### src/fwd_pkg.sv
// types and helpers shared by the operand forwarding and stall logic
// modules import this in their bodies and use scoped names on their ports

package fwd_pkg;

    // ========================================
    // widths
    // ========================================
    localparam int xlen      = 32;
    localparam int gpr_idx_w = 5;

    typedef logic [gpr_idx_w-1:0] gpr_idx_t;
    typedef logic [xlen-1:0]      xdata_t;

    // ========================================
    // writers in later stages
    // ========================================

    // gpr write request carried down the pipe
    typedef struct packed {
        gpr_idx_t rd;
        logic     write_gpr;
    } wr_port_t;

    // mem stage, alu result or load data depending on mem_to_reg
    typedef struct packed {
        wr_port_t wr;
        logic     mem_to_reg;
        xdata_t   alu_out;
        xdata_t   rdata;
    } mem_stage_t;

    // wb stage, one result bus for either operand
    typedef struct packed {
        wr_port_t wr;
        xdata_t   result;
    } wb_stage_t;

    // ========================================
    // hazard and bypass results
    // ========================================
    typedef struct packed {
        logic ex2;
        logic mem_alu;
        logic load_use;
        logic wb;
        logic id_wb;
    } src_hazard_t;

    typedef struct packed {
        logic   hit;
        xdata_t data;
    } fwd_t;

    // one hold per pipeline segment
    typedef struct packed {
        logic if_;
        logic id;
        logic ex1;
        logic ex2;
        logic mem;
        logic wb;
    } stall_t;

    // completion flags from fetch, execute and memory
    typedef struct packed {
        logic ifu_valid;
        logic exu_valid;
        logic mem_rvalid;
        logic mem_wdone;
    } done_t;

    // writer targets rs, x0 never counts
    function automatic logic gpr_match(input wr_port_t wr, input gpr_idx_t rs);
        return wr.write_gpr && (wr.rd == rs) && (wr.rd != '0);
    endfunction

endpackage

### src/hazard_detect.sv
// hazard classification of one source operand
// compares the id and ex1 indices against the ex2, mem and wb writers
`timescale 1ns/1ps

module hazard_detect (
    // operand index in decode
    input  fwd_pkg::gpr_idx_t    id_rs,
    // same operand one stage later, in ex1
    input  fwd_pkg::gpr_idx_t    ex_rs,
    input  fwd_pkg::wr_port_t    ex2_wr,
    input  fwd_pkg::mem_stage_t  mem_st,
    input  fwd_pkg::wb_stage_t   wb_st,
    output fwd_pkg::src_hazard_t haz
);

    import fwd_pkg::*;

    // ========================================
    // index comparators
    // ========================================

    // producer right behind ex1, not bypassable
    logic ex2_match;

    // mem writer, split below by mem_to_reg
    logic mem_match;

    // wb writer as seen from ex1 and from id
    logic wb_ex_match;
    logic wb_id_match;

    assign ex2_match   = gpr_match(ex2_wr, ex_rs);
    assign mem_match   = gpr_match(mem_st.wr, ex_rs);
    assign wb_ex_match = gpr_match(wb_st.wr, ex_rs);
    assign wb_id_match = gpr_match(wb_st.wr, id_rs);

    // ========================================
    // hazard classes
    // ========================================
    always_comb begin
        haz.ex2 = ex2_match;

        // alu result sits in mem
        haz.mem_alu = mem_match && !mem_st.mem_to_reg;

        // load in mem, read data is what gets bypassed
        haz.load_use = mem_match && mem_st.mem_to_reg;

        haz.wb = wb_ex_match;

        // id/wb case, goes straight into the id/ex register
        haz.id_wb = wb_id_match;
    end

endmodule

### src/pipeline_stall_ctrl.sv
// stall vector and ex1 flush for the whole pipeline
// a busy unit holds every stage, an ex2 hazard holds only the front
`timescale 1ns/1ps

module pipeline_stall_ctrl (
    input  fwd_pkg::done_t  done,
    // ex2 hazard flags of both operands
    input  logic            rs1_ex2_haz,
    input  logic            rs2_ex2_haz,
    output fwd_pkg::stall_t stall,
    output logic            flush_ex1
);

    // every stage has finished its current operation
    logic all_done;

    // hold for if, id and ex1
    logic front_hold;

    assign all_done = done.ifu_valid & done.exu_valid
                    & done.mem_rvalid & done.mem_wdone;

    // bubble into ex1 while the producer moves from ex2 to mem
    assign flush_ex1 = rs1_ex2_haz | rs2_ex2_haz;

    assign front_hold = ~all_done | flush_ex1;

    // ========================================
    // per stage holds
    // ========================================
    always_comb begin
        stall.if_ = front_hold;
        stall.id  = front_hold;
        stall.ex1 = front_hold;

        // back end keeps draining across an ex2 hazard
        stall.ex2 = ~all_done;
        stall.mem = ~all_done;
        stall.wb  = ~all_done;
    end

endmodule

### src/operand_forward_mux.sv
// bypass selection for one source operand
// exu_fwd feeds the ex1 operand input, seg_fwd feeds the id/ex register
`timescale 1ns/1ps

module operand_forward_mux (
    input  fwd_pkg::src_hazard_t haz,
    // ex1 is being turned into a bubble this cycle
    input  logic                 flush_ex1,
    input  fwd_pkg::mem_stage_t  mem_st,
    input  fwd_pkg::wb_stage_t   wb_st,
    output fwd_pkg::fwd_t        exu_fwd,
    output fwd_pkg::fwd_t        seg_fwd
);

    import fwd_pkg::*;

    // some later stage holds a bypassable value for ex1
    logic   ex_hit;

    // value picked by the mem-before-wb priority
    xdata_t prio_data;

    // id/wb bypass data
    xdata_t id_wb_data;

    assign ex_hit = haz.mem_alu | haz.load_use | haz.wb;

    // ========================================
    // priority value
    // ========================================
    always_comb begin
        if (haz.mem_alu) begin
            prio_data = mem_st.alu_out;
        end else if (haz.load_use) begin
            prio_data = mem_st.rdata;
        end else if (haz.wb) begin
            // older producer, only when mem has nothing newer
            prio_data = wb_st.result;
        end else begin
            prio_data = '0;
        end
    end

    assign id_wb_data = haz.id_wb ? wb_st.result : '0;

    // ========================================
    // ex1 operand bypass
    // ========================================
    always_comb begin
        exu_fwd.data = prio_data;

        // instruction in ex1 is flushed, its bypass is useless now
        exu_fwd.hit = ex_hit & ~flush_ex1;
    end

    // ========================================
    // id/ex segment bypass
    // ========================================
    always_comb begin
        if (flush_ex1 && ex_hit) begin
            // ex1 replays from id/ex, so capture the value there
            // before mem and wb move on
            seg_fwd.hit  = 1'b1;
            seg_fwd.data = prio_data;
        end else begin
            seg_fwd.hit  = haz.id_wb & ~flush_ex1;
            seg_fwd.data = id_wb_data;
        end
    end

endmodule

### src/forward_unit.sv
// operand forwarding and stall unit, top level
// two hazard detectors and bypass muxes, one per source, plus stall control
`timescale 1ns/1ps

module forward_unit (
    // ========================================
    // source indices
    // ========================================
    input  fwd_pkg::gpr_idx_t   id_rs1,
    input  fwd_pkg::gpr_idx_t   id_rs2,
    input  fwd_pkg::gpr_idx_t   ex_rs1,
    input  fwd_pkg::gpr_idx_t   ex_rs2,

    // ========================================
    // later stage writers
    // ========================================
    input  fwd_pkg::wr_port_t   ex2_wr,
    input  fwd_pkg::mem_stage_t mem_st,
    input  fwd_pkg::wb_stage_t  wb_st,

    // completion flags
    input  fwd_pkg::done_t      done,

    // ========================================
    // segment control
    // ========================================
    output fwd_pkg::stall_t     stall,
    output logic                flush_ex1,

    // ========================================
    // bypass results
    // ========================================
    output fwd_pkg::fwd_t       rs1_exu_fwd,
    output fwd_pkg::fwd_t       rs2_exu_fwd,
    output fwd_pkg::fwd_t       rs1_seg_fwd,
    output fwd_pkg::fwd_t       rs2_seg_fwd
);

    import fwd_pkg::*;

    src_hazard_t rs1_haz;
    src_hazard_t rs2_haz;

    // hazard classes per operand
    hazard_detect i_rs1_hazard_detect (
        .id_rs  (id_rs1),
        .ex_rs  (ex_rs1),
        .ex2_wr (ex2_wr),
        .mem_st (mem_st),
        .wb_st  (wb_st),
        .haz    (rs1_haz)
    );

    hazard_detect i_rs2_hazard_detect (
        .id_rs  (id_rs2),
        .ex_rs  (ex_rs2),
        .ex2_wr (ex2_wr),
        .mem_st (mem_st),
        .wb_st  (wb_st),
        .haz    (rs2_haz)
    );

    // either operand hitting ex2 flushes ex1 for both
    pipeline_stall_ctrl i_pipeline_stall_ctrl (
        .done        (done),
        .rs1_ex2_haz (rs1_haz.ex2),
        .rs2_ex2_haz (rs2_haz.ex2),
        .stall       (stall),
        .flush_ex1   (flush_ex1)
    );

    // bypass selection per operand
    operand_forward_mux i_rs1_forward_mux (
        .haz       (rs1_haz),
        .flush_ex1 (flush_ex1),
        .mem_st    (mem_st),
        .wb_st     (wb_st),
        .exu_fwd   (rs1_exu_fwd),
        .seg_fwd   (rs1_seg_fwd)
    );

    operand_forward_mux i_rs2_forward_mux (
        .haz       (rs2_haz),
        .flush_ex1 (flush_ex1),
        .mem_st    (mem_st),
        .wb_st     (wb_st),
        .exu_fwd   (rs2_exu_fwd),
        .seg_fwd   (rs2_seg_fwd)
    );

endmodule

### config.mk
export PLATFORM = sky130hd
export DESIGN_NAME = forward_unit
export DESIGN_NICKNAME = d
export VERILOG_FILES = /design/src/fwd_pkg.sv /design/src/hazard_detect.sv /design/src/pipeline_stall_ctrl.sv /design/src/operand_forward_mux.sv /design/src/forward_unit.sv
export SDC_FILE = /design/constraint.sdc
export NUM_CORES = 1
export LEC_CHECK = 0
export BUFFER_PORTS_ARGS = -buffer_cell sky130_fd_sc_hd__buf_2
export CAP_MARGIN = 20
export CORE_AREA = 4 4 105 107
export DETAILED_ROUTE_END_ITERATION = 8
export DIE_AREA = 0 0 109 111
export PLACE_DENSITY = 0.78
export SETUP_SLACK_MARGIN = 0.15
export SLEW_MARGIN = 20
export SYNTH_ARGS = -nofsm -noshare
export SYNTH_HDL_FRONTEND = slang
export SYNTH_SLANG_ARGS = --single-unit
### constraint.sdc
create_clock -name vclk -period 2.45
set_input_delay 0.49 -clock vclk [all_inputs]
set_output_delay 0.49 -clock vclk [all_outputs]
set_load 0.02 [all_outputs]
# ---- Yosys cells after proc, flatten, opt, wreduce, memory -nomap -nowiden
# Cells that the tools add are included.
dict set report classes {
  eq_ne 8
  bitwise_logic 15
  n_mux 10
  n_reduce_logical 26
}
# cell count
set op_table {}
lappend op_table {{32-bit two-way mux} 8}
lappend op_table {{33-bit two-way mux} 2}
lappend op_table {{5-bit equality test} 8}
lappend op_table {{1-bit logical AND} 22}
lappend op_table {{5-bit nonzero test} 3}
lappend op_table {{1-bit bitwise AND} 7}
lappend op_table {{1-bit OR} 6}
lappend op_table {{1-bit NOT} 2}
lappend op_table {{1-bit zero test} 1}
dict set report totals {
  elab_cells 59
  register_bits 0
}

# ---- Depth between registers and ports, before layout
# Gate-level depths: netlist (run 1).
dict set report depth {
  word_depth 8
  depth_mapped 8
  ltp_nobuf 6
}

# ---- Hierarchy
# Synthesis (run 1) repeated with hierarchy kept, for this count alone.
dict set report unflattened {
  hier_cells 474
  area_unflattened_um2 3069.2
}
# mod n_inst seq_area_each_um2 cells_per_inst area_per_inst_um2
set modules_own_cells {}
lappend modules_own_cells {operand_forward_mux 2 0.0 192 1198.6}
lappend modules_own_cells {hazard_detect 2 0.0 41 307.8}
lappend modules_own_cells {pipeline_stall_ctrl 1 0.0 8 56.3}

# ---- Least setup slack after synthesis (run 1)
# Ideal clock, no wire load.
dict set report synth_timing {
  path_type {input to output}
  startpoint {in wb_st[37] (netlist bit)}
  endpoint {out rs2_seg_fwd[2] (netlist bit)}
  path_stages 7
  path_slack_ns -0.311
  path_buffers 2
  arrival_time_ns 2.271
  path_cell_list {buf_2 -> xnor2_1 -> nand3_1 -> nor4_2 -> a31oi_4 -> buf_4 -> o32ai_1}
}
# element line_no
set synth_lines {}
lappend synth_lines {{from (decl)} forward_unit.sv:19} ;# input fwd_pkg::wb_stage_t wb_st,
lappend synth_lines {{to (decl)} forward_unit.sv:36} ;# output fwd_pkg::fwd_t rs2_seg_fwd

==> results.py, run 1 <==
metrics = {
    "worst_setup_path": {
        "end_kind": "output port",
        "crit_buf_inv": 5,
        "critical_path.max_stage_delay_ns": 0.31,
        "crit_path_frequent_cell": "buf_6",
        "critPathKind": "in -> out",
        "cp.required_ns": 1.96,
        "cp_max_fo": 9,
        "cpLargestDelayFamily": "buffers and inverters",
        "cp.arrival_ns": 2.49,
        "worstSetupStartpoint": "ex_rs1[0]",
        "slowest_stage": "o32ai_2",
        "crit_chain": "buf_2, xnor2_1, nand3_1, o22ai_2, buf_6, a31oi_4, buf_6, buf_12, o32ai_2, buf_4",
        "cp-start-kind": "input port",
    },
    "power_and_ir_drop": {
        "vdd_ir_drop_max_mv": 0.1200,
        "power.density_nw_per_um2": 131.6,
        "power.total_w": 0.001236,
        "power_leakage_nw": 3.993,
    },
    "drt": {
        "vias": 5899,
        "dr.pass1.iters": 4,
        "avgRoutedWirePerCell_um": 30.23,
        "postRouteWirelength_mm": 28.02,
        "final_antenna_net_count": 0,
        "drt_iter0_markers": 402,
        "drc_errors": 0,
        "viasPerCell": 6.364,
    },
    "layout": {
        "design.seq.count": 0,
        "drive_above_1_share_pct": 84.56,
        "final_cells": 927,
        "area_growth_pct": 204.1,
        "seq_area_um2": 0,
        "nNetsFinal": 931,
        "clkbuf_count": 0,
    },
    "synthesis": {
        "synth_top_family_by_area": "compound AO/OA/AOI/OAI gates",
        "yosysSeqAreaShare_pct": 0,
        "synth_compound_area_share_pct": 47.93,
        "syn_area_um2": 3088,
        "syn_area_per_cell_um2": 7.587,
        "synth_cell_type_count": 39,
        "synth_largest_area_cell": "o2bb2ai_1",
        "yosysTopAreaCellShare_pct": 18.15,
        "synthMuxAreaShare_pct": 10.70,
        "synth_area_leaders": "o2bb2ai_1, mux2i_1, o32ai_2",
        "synthXorXnorAreaFrac_pct": 11.35,
        "synth_fa_ha_area_share_pct": 0,
        "ys_warn_count": 0,
        "yosys.area_share.simple_pct": 15.19,
        "synth_fp_nets": 546,
        "syn_inst": 407,
    },
    "timing": {
        "min_period_ns": 2.981,
        "setup_viol": 136,
        "worstMarginPinSlew_ns": 0.6373,
        "worst_hold_slack_ns": 1.390,
        "hold_violations": 0,
        "max_freq_ghz": 0.3355,
        "tns_ns": -55.09,
        "relSlewSlack_pct": 56.30,
        "grt_setup_unrepaired": "yes",
        "finalCritPeriodShare_pct": 121.7,
        "setup_ws_ns": -0.5309,
        "slew_viol_final": 0,
    },
    "global_route": {
        "antenna_found_initial": 1,
        "grt_start_max_net_pins": 27,
        "grt_pass1_vias": 6038,
        "grt_overflow_total": 0,
        "grt_first_pass_wirelength_mm": 33.07,
        "grt_usage_pct": 34.12,
    },
    "die": {
        "start_util_pct": 30.46,
        "fp.dieW_um": 109,
        "core_um2": 10140,
        "rows": 37,
        "design.die.area_um2": 12100,
        "die_height_um": 111,
        "io_pins": 278,
    },
    "placed_design": {
        "dp_cells": 881,
        "gp_congestion": 0.8981,
        "place_ws_ns": -0.4900,
        "io_buffers": 278,
        "dp_hpwl_mm": 14.10,
    },
    "worst_hold_path": {
        "hold_path_class": "in -> out",
        "min_from": "wb_st[13]",
    },
    "status": {
        "violations": "negative setup slack",
        "outcome": "finished, violations left",
    },
    "run": {
        "cap_violations": 0,
    },
}
[worst paths after layout]
kind	endpoint	slack (ns)	cells after the start
max	rs2_seg_fwd[1]	-0.53	10
min	rs1_seg_fwd[13]	1.39	3
[power breakdown]
| part | switching [W] | leakage (nW) | internal (W) |
|---|---|---|---|
| clock network | 0 | 0.00000634 | 0.0000000000547 |
| registers | 0 | 0 | 0 |
| logic | 0.000682 | 3.99 | 0.000554 |
[Yosys cell counts (2+ instances only)]
cell and instances:
a31oi_1 32, buf_2 20, nand2_1 15, mux2i_1 33
o2bb2ai_1 64, buf_4 14, inv_1 33, buf_6 6
o32ai_2 20, nor3_1 33, nand4_1 3, nor4_2 2
nor2_1 4, o21ai_1 9, o21ai_4 2, clkbuf_1 14
o21ai_0 19, xor2_1 8, or2_1 2, nand3_1 6
xnor2_1 32, or4_4 3, o221ai_2 6, o32ai_1 6
or4_1 7
[per-layer routing]
metal  track usage, %  up-vias  part of all wire [%]
met5                0        -                     0
met3            5.766      200                   8.7
li1                 -     2362                     -
met1            37.38     2814                    34
met2            62.24      523                    49
met4            15.91        0                   8.5
[stage by stage]
stage / utilization [%] / area, um^2
finish: 92.63 / 9392
floorplan: - / 4320
CTS: 82.51 / 8366
global placement: 65.10 / 6600
global route: 92.63 / 9392
detailed placement: 65.10 / 6600
[cell type report]
| class | instances | area [um^2] |
|---|---|---|
| fill | 327 | 747.0 |
| timing repair buffer | 438 | 4315 |
| multi-input combinational | 318 | 4763 |
| inverter | 34 | 140.1 |
| tap | 136 | 170.2 |
| antenna | 1 | 2.502 |
[layout by cell type (no fill, tap or decap), types with 7 or more instances in the layout]
| master | count |
|---|---|
| buf_2 | 133 |
| a31oi_4 | 33 |
| inv_2 | 33 |
| nor3_4 | 16 |
| buf_6 | 157 |
| or4_4 | 7 |
| o2bb2ai_2 | 26 |
| xnor2_2 | 9 |
| buf_4 | 91 |
| o32ai_4 | 24 |
| nand2_1 | 14 |
| buf_12 | 32 |
| o2bb2ai_4 | 38 |
| o21ai_1 | 20 |
| xor2_1 | 8 |
| buf_16 | 7 |
| nor3_1 | 15 |
| xnor2_1 | 21 |
| mux2i_1 | 32 |
| buf_8 | 9 |
[kinds of logic (layout without fill, tap and decap cells)]
family | Yosys count | after routing
AOI/OAI and AO/OA | 164 | 164
buffers and inverters | 89 | 472
and+or+nand+nor | 81 | 81
xor gates and xnor gates | 40 | 40
muxes | 33 | 33
other | 0 | 1
[what timing repair did]
item,4_1_cts,5_1_grt
endpoints found under the setup margin,136,136
hold buffers,0,0
pin swaps,30,57
resized for setup,334,166
gates cloned,10,6
setup buffers,15,14
Power figures use the tool's default switching activity.
==> run 2, diff against run 1 <==
--- a/config.mk
+++ b/config.mk
@@ -10,8 +10,10 @@
 export CORE_AREA = 4 4 105 107
 export DETAILED_ROUTE_END_ITERATION = 8
 export DIE_AREA = 0 0 109 111
+export MAX_ROUTING_LAYER = met4
 export PLACE_DENSITY = 0.78
 export SETUP_SLACK_MARGIN = 0.15
+export SKIP_LAST_GASP = 1
 export SLEW_MARGIN = 20
 export SYNTH_ARGS = -nofsm -noshare
 export SYNTH_HDL_FRONTEND = slang
==> run 2 against run 1 <==
The flow still finishes with violations (negative setup slack). Sequential share of layout area stayed put. Flip-flop and latch count stayed put. Die area stayed put. Maximum frequency is 0.56% higher. Global-route usage is 0.30 points lower. Routed wire length is 14% lower. Non-clock buffer count is 9 lower. Utilization is 4.9 points lower. Largest cell class unchanged. Via count is 5.2% lower. Final cell count is 1.1% lower.
==> results.py, run 2 (synthesis results as in run 1) <==
metrics = {
    "timing": {
        "grt_setup_unrepaired": "yes",
        "relSlewSlack_pct": 59.85,
        "finalCritPeriodShare_pct": 121.0,
        "setup_ws_ns": -0.5142,
        "max_freq_ghz": 0.3374,
        "slew_viol_final": 0,
        "hold_violations": 0,
        "worstMarginPinSlew_ns": 0.5855,
        "tns_ns": -54.38,
        "setup_viol": 135,
        "min_period_ns": 2.964,
    },
    "drt": {
        "avgRoutedWirePerCell_um": 26.25,
        "met2RoutedLength_mm": 12.38,
        "wl_met1_mm": 8.219,
        "viasPerCell": 6.096,
        "vias": 5590,
        "postRouteWirelength_mm": 24.07,
        "drc_errors": 0,
        "final_antenna_net_count": 0,
        "drt_iter0_markers": 307,
        "maxUsedRoutingLayer": "met4",
        "dr.pass1.iters": 5,
        "met3_length_mm": 1.834,
    },
    "layout": {
        "area_growth_pct": 188.2,
        "final_common_cell": "buf_2",
        "layout_common_cells": "buf_2, buf_6, buf_4",
        "diodes": 0,
        "drive_above_1_share_pct": 81.05,
        "clkbuf_count": 0,
        "nNetsFinal": 922,
        "seq_area_um2": 0,
        "design.seq.count": 0,
        "final_util_pct": 87.77,
    },
    "worst_setup_path": {
        "critPathKind": "in -> out",
        "cp.arrival_ns": 2.47,
        "cp.required_ns": 1.96,
        "end_kind": "output port",
        "worstSetupStartpoint": "wb_st[33]",
        "cp_max_fo": 5,
        "cp-start-kind": "input port",
    },
    "worst_hold_path": {
        "min_from": "done[2]",
        "hold_path_class": "in -> out",
    },
    "die": {
        "rows": 37,
        "design.die.area_um2": 12100,
        "die_height_um": 111,
        "fp.dieW_um": 109,
        "io_pins": 278,
        "core_um2": 10140,
        "start_util_pct": 30.46,
    },
    "run": {
        "cap_violations": 0,
    },
    "global_route": {
        "grt_overflow_total": 0,
        "grt_start_max_net_pins": 27,
        "grt_first_pass_wirelength_mm": 31.95,
        "grt_pass1_vias": 5886,
        "grt_usage_pct": 33.82,
        "antenna_found_initial": 0,
    },
    "placed_design": {
        "io_buffers": 278,
        "gp_congestion": 0.9134,
        "dp_hpwl_mm": 14.10,
    },
    "status": {
        "violations": "negative setup slack",
        "outcome": "finished, violations left",
    },
    "power_and_ir_drop": {
        "vdd_ir_drop_max_mv": 0.1237,
        "power.density_nw_per_um2": 125.5,
        "power_leakage_nw": 3.777,
        "power.total_w": 0.001117,
    },
}
-- run 2: critical path: stages --
cell,delay [ns]
buf_6,0.09
or4_4,0.53
o21ai_4,0.19
buf_6,0.14
nor4_4,0.05
buf_4,0.15
and2_4,0.15
buf_12,0.14
buf_12,0.12
buf_16,0.14
o2bb2ai_4,0.12
buf_6,0.13
-- run 2: metrics by stage --
stage               hold WS (ns)  std cells  area, um^2  setup WS (ns)
floorplan                  1.108        407        4320        -0.1428
global placement           1.335        881        6600        -0.4587
detailed placement         1.345        881        6600        -0.4900
CTS                        1.358        906        8159        -0.4056
global route               1.384        917        8899        -0.5763
finish                     1.365        917        8899        -0.5142
-- run 2: metal layers --
layer | vias to the layer above | track usage, %
li1 | 2354 | -
met1 | 2677 | 36.86
met2 | 412 | 59.83
met3 | 147 | 4.718
met4 | 0 | 15.15
met5 | - | -
-- run 2: area by class of cell --
type / instances / area, um^2
multi-input combinational: 318 / 4528
fill: 423 / 1240
tap: 136 / 170.2
timing repair buffer: 429 / 4060
inverter: 34 / 140.1
-- run 2: what timing repair did --
action,in CTS,in global routing
pin swaps,30,56
cloned,10,4
hold buffers,0,0
resized for setup,269,140
setup endpoints to repair,136,136
buffers inserted,15,7
-- run 2: final timing paths --
kind / endpoint / slack, ns / cells past startpoint
max: rs2_exu_fwd[3] / -0.51 / 12
min: stall[0] / 1.36 / 3
-- run 2: power by group --
part / switching (W) / internal [W]
clock network: 0 / 0
logic: 0.000605 / 0.000512
registers: 0 / 0
